`src/common/rvPkg.sv`:
```
package rvPkg;

	typedef logic [31:0] wordT;
	typedef logic [4:0] regAddrT;

	// Low three bits follow funct3, bit 3 picks SUB or SRA
	typedef enum logic [3:0]
	{
		ALU_ADD  = 4'b0000,
		ALU_SLL  = 4'b0001,
		ALU_SLT  = 4'b0010,
		ALU_SLTU = 4'b0011,
		ALU_XOR  = 4'b0100,
		ALU_SRL  = 4'b0101,
		ALU_OR   = 4'b0110,
		ALU_AND  = 4'b0111,
		ALU_SUB  = 4'b1000,
		ALU_BEQ  = 4'b1001,
		ALU_BNE  = 4'b1010,
		ALU_BLT  = 4'b1011,
		ALU_BGE  = 4'b1100,
		ALU_SRA  = 4'b1101,
		ALU_BLTU = 4'b1110,
		ALU_BGEU = 4'b1111
	} aluOpT;

	typedef enum logic [2:0] {FETCH, DECODE, EXECUTE, MEMORY, WRITEBACK} uStateT;

	typedef enum logic [1:0] {SEQ, JUMP, JUMPREG, BRANCH} pcSrcT;

	typedef enum logic [1:0] {LINK, MEMDATA, ALURESULT} wbSrcT;

	// Major opcodes
	localparam logic [6:0] opcJal    = 7'b1101111;
	localparam logic [6:0] opcJalr   = 7'b1100111;
	localparam logic [6:0] opcBranch = 7'b1100011;
	localparam logic [6:0] opcLoad   = 7'b0000011;
	localparam logic [6:0] opcStore  = 7'b0100011;
	localparam logic [6:0] opcOpImm  = 7'b0010011;
	localparam logic [6:0] opcOp     = 7'b0110011;

endpackage

```
`src/common/ctrlIf.sv`:
```
interface ctrlIf import rvPkg::*; ();

	logic pcWrite;
	logic irWrite; // Read data strobe, IR or MDR by iOrD
	logic regWrite;
	logic iOrD;
	logic memWrite;
	logic aluSrcA; // 0 old PC, 1 rs1
	logic aluSrcB; // 0 rs2, 1 immediate
	aluOpT aluOp;
	pcSrcT pcSrc;
	wbSrcT wbSrc;

	wordT instr;
	logic branchTaken;

	modport controller
	(
		output pcWrite, irWrite, regWrite, iOrD, memWrite,
		output aluSrcA, aluSrcB, aluOp, pcSrc, wbSrc,
		input instr, branchTaken
	);

	modport datapath
	(
		input pcWrite, irWrite, regWrite, iOrD, memWrite,
		input aluSrcA, aluSrcB, aluOp, pcSrc, wbSrc,
		output instr, branchTaken
	);

endinterface

```
`src/control/microControl.sv`:
```
module microControl import rvPkg::*;
(
	input logic clk,
	input logic rstN,
	input logic memAck,
	output logic memReq,
	ctrlIf.controller ctrl,
	output logic instRetired
);

	uStateT state;
	uStateT nextState;
	logic ackSeen; // Ack came, waiting for it to drop
	logic memPhase;
	logic memDone;
	logic [6:0] opcode;
	logic [2:0] funct3;

	assign opcode = ctrl.instr[6:0];
	assign funct3 = ctrl.instr[14:12];
	assign memPhase = (state == FETCH) || (state == MEMORY);
	assign memDone = ackSeen && !memAck; // Four-phase cycle closed

	always_ff @(posedge clk or negedge rstN)
	begin
		if (!rstN)
			state <= FETCH;
		else
			state <= nextState;
	end

	// Request side of the four-phase handshake
	always_ff @(posedge clk or negedge rstN)
	begin
		if (!rstN)
		begin
			memReq <= 1'b0;
			ackSeen <= 1'b0;
		end
		else if (memPhase)
		begin
			if (memReq && memAck)
			begin
				memReq <= 1'b0;
				ackSeen <= 1'b1;
			end
			else if (memDone)
				ackSeen <= 1'b0;
			else if (!memReq && !ackSeen && !memAck)
				memReq <= 1'b1; // Previous ack is low
		end
	end

	always_comb
	begin
		nextState = state;
		instRetired = 1'b0;
		ctrl.pcWrite = 1'b0;
		ctrl.irWrite = 1'b0;
		ctrl.regWrite = 1'b0;
		ctrl.iOrD = 1'b0;
		ctrl.memWrite = 1'b0;
		ctrl.aluSrcA = 1'b1;
		ctrl.aluSrcB = 1'b1;
		ctrl.aluOp = ALU_ADD;
		ctrl.pcSrc = SEQ;
		ctrl.wbSrc = ALURESULT;
		case (state)
			FETCH:
			begin
				ctrl.irWrite = memReq && memAck; // Word valid with ack
				if (memDone)
				begin
					ctrl.pcWrite = 1'b1; // PC + 4
					nextState = DECODE;
				end
			end
			DECODE:
			begin
				case (opcode)
					opcJal, opcJalr, opcBranch, opcLoad, opcStore, opcOpImm, opcOp:
						nextState = EXECUTE;
					default:
						nextState = FETCH; // Unknown, dropped without retire
				endcase
			end
			EXECUTE:
			begin
				nextState = WRITEBACK;
				case (opcode)
					opcJal:
					begin
						ctrl.aluSrcA = 1'b0; // Old PC + imm
						ctrl.pcWrite = 1'b1;
						ctrl.pcSrc = JUMP;
					end
					opcJalr:
					begin
						ctrl.pcWrite = 1'b1;
						ctrl.pcSrc = JUMPREG;
					end
					opcBranch:
					begin
						ctrl.aluSrcB = 1'b0;
						case (funct3)
							3'b000: ctrl.aluOp = ALU_BEQ;
							3'b001: ctrl.aluOp = ALU_BNE;
							3'b100: ctrl.aluOp = ALU_BLT;
							3'b101: ctrl.aluOp = ALU_BGE;
							3'b110: ctrl.aluOp = ALU_BLTU;
							3'b111: ctrl.aluOp = ALU_BGEU;
							default: ctrl.aluOp = ALU_ADD; // Never taken
						endcase
						ctrl.pcSrc = BRANCH;
						ctrl.pcWrite = ctrl.branchTaken;
						instRetired = 1'b1;
						nextState = FETCH;
					end
					opcLoad, opcStore:
						nextState = MEMORY; // Address is rs1 + imm
					opcOpImm:
						ctrl.aluOp = aluOpT'({funct3 == 3'b101 && ctrl.instr[30], funct3});
					opcOp:
					begin
						ctrl.aluSrcB = 1'b0;
						ctrl.aluOp = aluOpT'({ctrl.instr[30], funct3});
					end
					default:
						nextState = FETCH;
				endcase
			end
			MEMORY:
			begin
				ctrl.iOrD = 1'b1;
				ctrl.memWrite = (opcode == opcStore); // Any funct3 stores a word
				ctrl.irWrite = memReq && memAck && (opcode != opcStore);
				if (memDone)
				begin
					if (opcode == opcStore)
					begin
						instRetired = 1'b1;
						nextState = FETCH;
					end
					else
						nextState = WRITEBACK;
				end
			end
			WRITEBACK:
			begin
				ctrl.regWrite = 1'b1;
				if (opcode == opcJal || opcode == opcJalr)
					ctrl.wbSrc = LINK;
				else if (opcode == opcLoad)
					ctrl.wbSrc = MEMDATA;
				instRetired = 1'b1;
				nextState = FETCH;
			end
			default:
				nextState = FETCH;
		endcase
	end

endmodule

```
`src/design/aluUnit.sv`:
```
module aluUnit import rvPkg::*;
(
	input wordT a,
	input wordT b,
	input aluOpT op,
	output wordT result,
	output logic branchTaken
);

	logic [4:0] shamt;

	assign shamt = b[4:0];

	always_comb
	begin
		case (op)
			ALU_ADD:  result = a + b;
			ALU_SUB:  result = a - b;
			ALU_SLL:  result = a << shamt;
			ALU_SLT:  result = {31'b0, $signed(a) < $signed(b)};
			ALU_SLTU: result = {31'b0, a < b};
			ALU_XOR:  result = a ^ b;
			ALU_SRL:  result = a >> shamt;
			ALU_SRA:  result = $signed(a) >>> shamt; // Sign fill
			ALU_OR:   result = a | b;
			ALU_AND:  result = a & b;
			default:  result = '0; // Branch codes only compare
		endcase
	end

	// Branch condition on rs1 and rs2
	always_comb
	begin
		case (op)
			ALU_BEQ:  branchTaken = (a == b);
			ALU_BNE:  branchTaken = (a != b);
			ALU_BLT:  branchTaken = ($signed(a) < $signed(b));
			ALU_BGE:  branchTaken = ($signed(a) >= $signed(b));
			ALU_BLTU: branchTaken = (a < b);
			ALU_BGEU: branchTaken = (a >= b);
			default:  branchTaken = 1'b0;
		endcase
	end

endmodule

```
`src/design/regFile.sv`:
```
module regFile import rvPkg::*;
(
	input logic clk,
	input logic rstN,
	input regAddrT rs1,
	input regAddrT rs2,
	input regAddrT rd,
	input wordT wdata,
	input logic we,
	output wordT rdata1,
	output wordT rdata2
);

	wordT regs [1:31]; // x0 has no storage

	always_ff @(posedge clk or negedge rstN)
	begin
		if (!rstN)
		begin
			for (int i = 1; i < 32; i++)
				regs[i] <= '0;
		end
		else if (we && rd != 5'd0)
			regs[rd] <= wdata;
	end

	assign rdata1 = (rs1 == 5'd0) ? '0 : regs[rs1];
	assign rdata2 = (rs2 == 5'd0) ? '0 : regs[rs2];

endmodule

```
`src/design/multiCycleDatapath.sv`:
```
module multiCycleDatapath import rvPkg::*;
#(
	parameter wordT resetPc = '0
)
(
	input logic clk,
	input logic rstN,
	ctrlIf.datapath ctrl,
	input wordT memRdata,
	output wordT memAddr,
	output wordT memWdata,
	output logic [3:0] memBe,
	output wordT instCount,
	input logic instRetired
);

	wordT pc, oldPc, ir, mdr;
	wordT regA, regB, aluOut; // Latched every cycle
	wordT rdata1, rdata2;
	wordT imm, aluA, aluB, aluResult;
	wordT nextPc, wbData;
	logic taken;

	assign ctrl.instr = ir;
	assign ctrl.branchTaken = taken;

	regFile rf
	(
		.clk(clk),
		.rstN(rstN),
		.rs1(ir[19:15]),
		.rs2(ir[24:20]),
		.rd(ir[11:7]),
		.wdata(wbData),
		.we(ctrl.regWrite),
		.rdata1(rdata1),
		.rdata2(rdata2)
	);

	// Immediate format follows the opcode
	always_comb
	begin
		case (ir[6:0])
			opcStore:  imm = {{20{ir[31]}}, ir[31:25], ir[11:7]};
			opcBranch: imm = {{19{ir[31]}}, ir[31], ir[7], ir[30:25], ir[11:8], 1'b0};
			opcJal:    imm = {{11{ir[31]}}, ir[31], ir[19:12], ir[20], ir[30:21], 1'b0};
			default:   imm = {{20{ir[31]}}, ir[31:20]};
		endcase
	end

	assign aluA = ctrl.aluSrcA ? regA : oldPc;
	assign aluB = ctrl.aluSrcB ? imm : regB;

	aluUnit alu
	(
		.a(aluA),
		.b(aluB),
		.op(ctrl.aluOp),
		.result(aluResult),
		.branchTaken(taken)
	);

	always_comb
	begin
		case (ctrl.pcSrc)
			JUMP:    nextPc = aluResult;
			JUMPREG: nextPc = {aluResult[31:1], 1'b0};
			BRANCH:  nextPc = oldPc + imm; // Only written when taken
			default: nextPc = pc + 32'd4;
		endcase
	end

	always_comb
	begin
		case (ctrl.wbSrc)
			LINK:    wbData = oldPc + 32'd4;
			MEMDATA: wbData = mdr;
			default: wbData = aluOut;
		endcase
	end

	always_ff @(posedge clk or negedge rstN)
	begin
		if (!rstN)
		begin
			pc <= resetPc;
			oldPc <= resetPc;
			instCount <= '0;
		end
		else
		begin
			if (ctrl.pcWrite)
				pc <= nextPc;
			if (ctrl.irWrite && !ctrl.iOrD)
				oldPc <= pc; // Address of the fetched word
			if (instRetired)
				instCount <= instCount + 32'd1;
		end
	end

	always_ff @(posedge clk)
	begin
		if (ctrl.irWrite)
		begin
			if (ctrl.iOrD)
				mdr <= memRdata;
			else
				ir <= memRdata;
		end
		regA <= rdata1;
		regB <= rdata2;
		aluOut <= aluResult;
	end

	assign memAddr = ctrl.iOrD ? aluOut : pc;
	assign memWdata = regB;
	assign memBe = {4{ctrl.memWrite}}; // Word store only

endmodule

```
`src/design/cpuCore.sv`:
```
module cpuCore import rvPkg::*;
#(
	parameter wordT resetPc = '0
)
(
	input logic clk,
	input logic rstN,
	output logic memReq,
	output logic memWe,
	output wordT memAddr,
	output wordT memWdata,
	output logic [3:0] memBe,
	input logic memAck,
	input wordT memRdata,
	output wordT instCount
);

	logic instRetired;

	ctrlIf ctrl();

	microControl uCtrl
	(
		.clk(clk),
		.rstN(rstN),
		.memAck(memAck),
		.memReq(memReq),
		.ctrl(ctrl.controller),
		.instRetired(instRetired)
	);

	multiCycleDatapath #(.resetPc(resetPc)) dPath
	(
		.clk(clk),
		.rstN(rstN),
		.ctrl(ctrl.datapath),
		.memRdata(memRdata),
		.memAddr(memAddr),
		.memWdata(memWdata),
		.memBe(memBe),
		.instCount(instCount),
		.instRetired(instRetired)
	);

	assign memWe = ctrl.memWrite;

endmodule

```
`config.mk`:
```
export PLATFORM = sky130hd
export DESIGN_NAME = cpuCore
export DESIGN_NICKNAME = d
export VERILOG_FILES = /design/src/common/rvPkg.sv /design/src/common/ctrlIf.sv /design/src/control/microControl.sv /design/src/design/aluUnit.sv /design/src/design/regFile.sv /design/src/design/multiCycleDatapath.sv /design/src/design/cpuCore.sv
export SDC_FILE = /design/constraint.sdc
export NUM_CORES = 2
export LEC_CHECK = 0
export BUFFER_PORTS_ARGS = -buffer_cell sky130_fd_sc_hd__buf_2
export CAP_MARGIN = 25
export CORE_MARGIN = 5
export CORE_UTILIZATION = 50
export CTS_CLUSTER_SIZE = 8
export DETAILED_ROUTE_END_ITERATION = 8
export HOLD_SLACK_MARGIN = 0.03
export PLACE_DENSITY = 0.69
export RECOVER_POWER = 100
export REMOVE_ABC_BUFFERS = 1
export SETUP_SLACK_MARGIN = 0.2
export SYNTH_ARGS = -nofsm -noshare
export SYNTH_HDL_FRONTEND = slang
export SYNTH_SLANG_ARGS = --single-unit
```
`constraint.sdc`:
```
create_clock -name clk -period 10.76 [get_ports clk]
set_input_delay 2.152 -clock clk [delete_from_list [all_inputs] [get_ports clk]]
set_output_delay 2.152 -clock clk [all_outputs]
set_load 0.01 [all_outputs]
```
==> impl_summary.txt <==
----------------------------------------------------
[Outcome]
  Run status ... finished, violations left
  Failing checks ... max-capacitance violations, max-slew violations

[Setup path]
  Critical R2R Launch ... uCtrl.state[0]
  Maximum fanout count along the critical path ... 35
  Last element of the critical path ... dPath.pc[28]
  Category of the critical setup timing path ... reg2reg
  Startpoint class of the critical path ... flop
  Kind of end point of the critical path ... flop
  Crit path max-delay family ... simple AND/OR/NAND/NOR gates
  Worst path required time ... 11,440 ps
  R2R cell count ... 16
  Cell occurring most often along the worst timing path ... sky130_fd_sc_hd__a31oi_1
  Launch point of the critical path ... uCtrl.state[0]
  Terminus of the critical flop-to-flop path ... dPath.pc[28]
  Combined buffer and inverter count along the critical path ... 2
  Number of stages on the worst setup path ... 16
  Slowest-stage cell, CP ... sky130_fd_sc_hd__clkbuf_1
  Worst path cell trace ... nor3b_4 -> nand4_1 -> nor2_1 -> or2_0 -> clkbuf_1 -> inv_2 -> ha_1 -> a221oi_1 -> a31oi_1 -> o21ai_0 -> a211oi_1 -> a31o_2 -> a22oi_1 -> o2111ai_1 -> a21oi_1 -> a31oi_1
  Arrival time at the worst endpoint ... 9660 ps
  Setup slack, reg-to-reg ... 1780 ps
  Worst stage delay on the critical path ... 1680 ps

[Global routing]
  Pin count of the biggest net entering global routing ... 157
  Via count of the first global-routing pass ... 59,700
  Number of antenna violations at the first check in global routing ... 28
  GRT Resource Usage Total ... 38.3%
  First-pass GRT wire length ... 424 mm
  GR Overflow Total ... 0

[Floorplan]
  Num ports ... 137
  Die Ht ... 392 µm
  Effective utilization at floorplan ... 50.2%
  Die Span X ... 392 µm
  DIE AREA ... 0.154 mm²
  Number of rows in the core area ... 140
  Core region area ... 0.145 mm²

[Yosys]
  Share of the synthesized area in the top cell type ... 37.5%
  Area of the mapped netlist ... 0.0730 mm²
  Part of the Yosys area used for sequential elements ... 42.7%
  Post-synthesis async set-or-reset flop share ... 87.2%
  Number of synthesis warnings ... 0
  Dominant cell type by area after synthesis ... sky130_fd_sc_hd__dfrtp_1
  Mean post-synth cell area ... 10.3 µm²
  Cell variety after synth ... 100
  Synth Register Bits ... 1,253
  Flip-flop cell with the highest count after synthesis ... sky130_fd_sc_hd__dfrtp_1
  Top area cells in the synthesized netlist ... sky130_fd_sc_hd__dfrtp_1 37%, sky130_fd_sc_hd__mux4_2 18%, sky130_fd_sc_hd__a21oi_1 5.3%
  Most numerous cell types in the synthesized netlist ... 1,093 x sky130_fd_sc_hd__dfrtp_1, 860 x sky130_fd_sc_hd__nand2_1, 772 x sky130_fd_sc_hd__a21oi_1
  Most instantiated library cell after synthesis ... sky130_fd_sc_hd__dfrtp_1
  Number of flops mapped to enable cells by yosys ... 64
  Cells after synthesis ... 7,071

[Layout]
  Fill cell instance count of the final layout ... 12,600
  Post-layout util ... 55.5%
  Post-route standard cell area excluding fillers ... 0.0807 mm²
  Nets ... 7,106
  Area grow syn2layout ... 10.6%
  Largest register by flop count ... dPath.rf.regs
  Ratio of cells with drive above 1 in the final layout ... 16.3%
  Number of flip-flops in the largest register ... 992

[Placed design]
  Placed wire-length estimate ... 197 mm
  Pre-CTS setup slack ... 3080 ps
  DP Area ... 0.0758 mm²
  PortBufs ... 136
  Global placement routability congestion ... 1.06

[Min path]
  Min-Delay Path Class ... reg2reg

[STA]
  Total setup violations reported at the end of the flow ... 0
  Least-Margin Pin Slew ... 5470 ps
  Slew Viols, Final ... 1,769
  Worst hold margin ... 463 ps
  Maximum clock skew at final layout ... 54.5 ps
  Number of failing hold endpoints at the final stage ... 0
  Setup repair after global routing missed its margin ... no
  Achievable clock frequency ... 111 MHz
  Post-route worst setup slack ... 1780 ps
  Worst slew margin ... -265%
  Post-layout minimum cycle time ... 8980 ps
  Crit share post-route ... 83.5%

[Detailed routing]
  Pre-Repair DR Iteration Count ... 6
  DRC violations left ... 0
  Post-Route WL ... 297 mm
  Detailed-route vias per instance ... 6.77
  Antenna violation net count after detailed routing ... 0
  Iteration-0 DRC Markers ... 7,073
  WL/cell ... 33.0 µm
  Vias post-DR ... 61,000

[Clock tree]
  Clock tree sinks ... 1,253
  Number of CTS-inserted buffers ... 176
  CTS root buf ... sky130_fd_sc_hd__clkbuf_16
  Post-CTS setup buffers ... 0
  Clock input transition at the sequential cells of the worst setup and hold paths ... 50 ps
  Cts-stage hold buffer count ... 0
  Post-cts resize count ... 0
  CTS tree ... yes
  Level count of the clock H-tree ... 4
  Worst-skew pair later-pin latency ... 830 ps
  Number of buffers on the longest clock path ... 3

[Power]
  Final Power ... 13.8 mW
  Peak supply drop ... 151 µV
  Cell leakage power ... 34.7 nW
  Power per unit of standard cell area ... 171 mW/mm²

[Run]
  Count of max-cap constraint violations ... 49

----------------------------------------------------
==> worst min path at each step <==
stage / start / slack (ps) / endpoint / cells past startpoint
floorplan: dPath.pc[0] / 460 / dPath.oldPc[0] / 2
global placement: dPath.instCount[31] / 450 / dPath.instCount[31] / 1
detailed placement: dPath.instCount[31] / 450 / dPath.instCount[31] / 1
CTS: dPath.instCount[31] / 460 / dPath.instCount[31] / 1
global route: dPath.instCount[21] / 510 / dPath.instCount[21] / 1
finish: dPath.instCount[31] / 460 / dPath.instCount[31] / 1
==> placed cells by master, fill, tap and decap left out, types with 49 or more instances in the layout <==
cell,synthesis,layout
sky130_fd_sc_hd__buf_4,9,104
sky130_fd_sc_hd__a21o_1,52,52
sky130_fd_sc_hd__nor3_1,57,54
sky130_fd_sc_hd__o21ai_0,657,663
sky130_fd_sc_hd__xor2_1,51,51
sky130_fd_sc_hd__mux4_2,579,579
sky130_fd_sc_hd__edfxtp_1,64,64
sky130_fd_sc_hd__a221oi_1,59,49
sky130_fd_sc_hd__a21oi_1,772,769
sky130_fd_sc_hd__clkbuf_1,525,288
sky130_fd_sc_hd__xnor2_1,58,58
sky130_fd_sc_hd__nor2_1,720,705
sky130_fd_sc_hd__mux2_2,169,137
sky130_fd_sc_hd__nand3_1,80,76
sky130_fd_sc_hd__nand2_1,860,850
sky130_fd_sc_hd__mux2i_1,178,178
sky130_fd_sc_hd__dfrtp_1,1093,1093
sky130_fd_sc_hd__clkbuf_16,0,178
sky130_fd_sc_hd__ha_1,131,131
sky130_fd_sc_hd__dfxtp_1,96,96
sky130_fd_sc_hd__inv_1,133,131
==> worst register-to-register path: cells and delay by family (launching register included) <==
kind	cells	cell delay [ps]
AOI/OAI and AO/OA	9	3070
buffers and inverters	2	1780
and+or+nand+nor	4	3130
adders and majority gates	1	350
DFF	1	540
==> per-stage QoR <==
stage,setup TNS [ps],std cells
2_1_floorplan,-474860,6439
3_3_place_gp,0,8660
3_5_place_dp,0,8662
4_1_cts,0,8980
5_1_grt,0,8995
6_report,0,9009
==> area by class of cell <==
class                   instances  area (µm²)  area share [%]
diodes                         15        37.5          0.0465
flip-flops and latches       1253       31200            38.6
clock inverters                16         358           0.443
repair buffers                320        2050            2.54
inverters                     136         512           0.634
well taps                    1917        2400            2.97
clock buffers                 302        4930            6.11
multi-input cells            5050       39300            48.6
==> report_power, final <==
| part | total, mW | internal [mW] | switching (mW) |
|---|---|---|---|
| clock network | 5.31 | 3.14 | 2.18 |
| registers | 5.25 | 4.92 | 0.331 |
| logic | 3.28 | 1.01 | 2.27 |
==> kinds of logic (layout without fill, tap and decap cells) <==
logic type	Yosys count	count (layout)	synth area share [%]
other	0	15	0
and+or+nand+nor	1955	1955	11.3
muxes	931	931	23.0
xor gates and xnor gates	109	109	1.31
DFF	1253	1253	42.7
buffers and inverters	768	774	4.13
adders and majority gates	134	134	2.33
AOI/OAI and AO/OA	1921	1921	15.2
==> per-layer routing <==
| layer | part of all wire (%) | wire length [µm] | track usage (%) | vias to the layer above |
|---|---|---|---|---|
| met5 | 0.042 | 124 | 0 | - |
| met4 | 7.0 | 20900 | 22.8 | 20 |
| met2 | 43 | 127000 | 55.2 | 3709 |
| met1 | 39 | 116000 | 52.1 | 30800 |
| met3 | 11 | 33000 | 10.6 | 887 |
| li1 | - | - | - | 25600 |
Note: power is estimated with default switching activity, not from simulation.
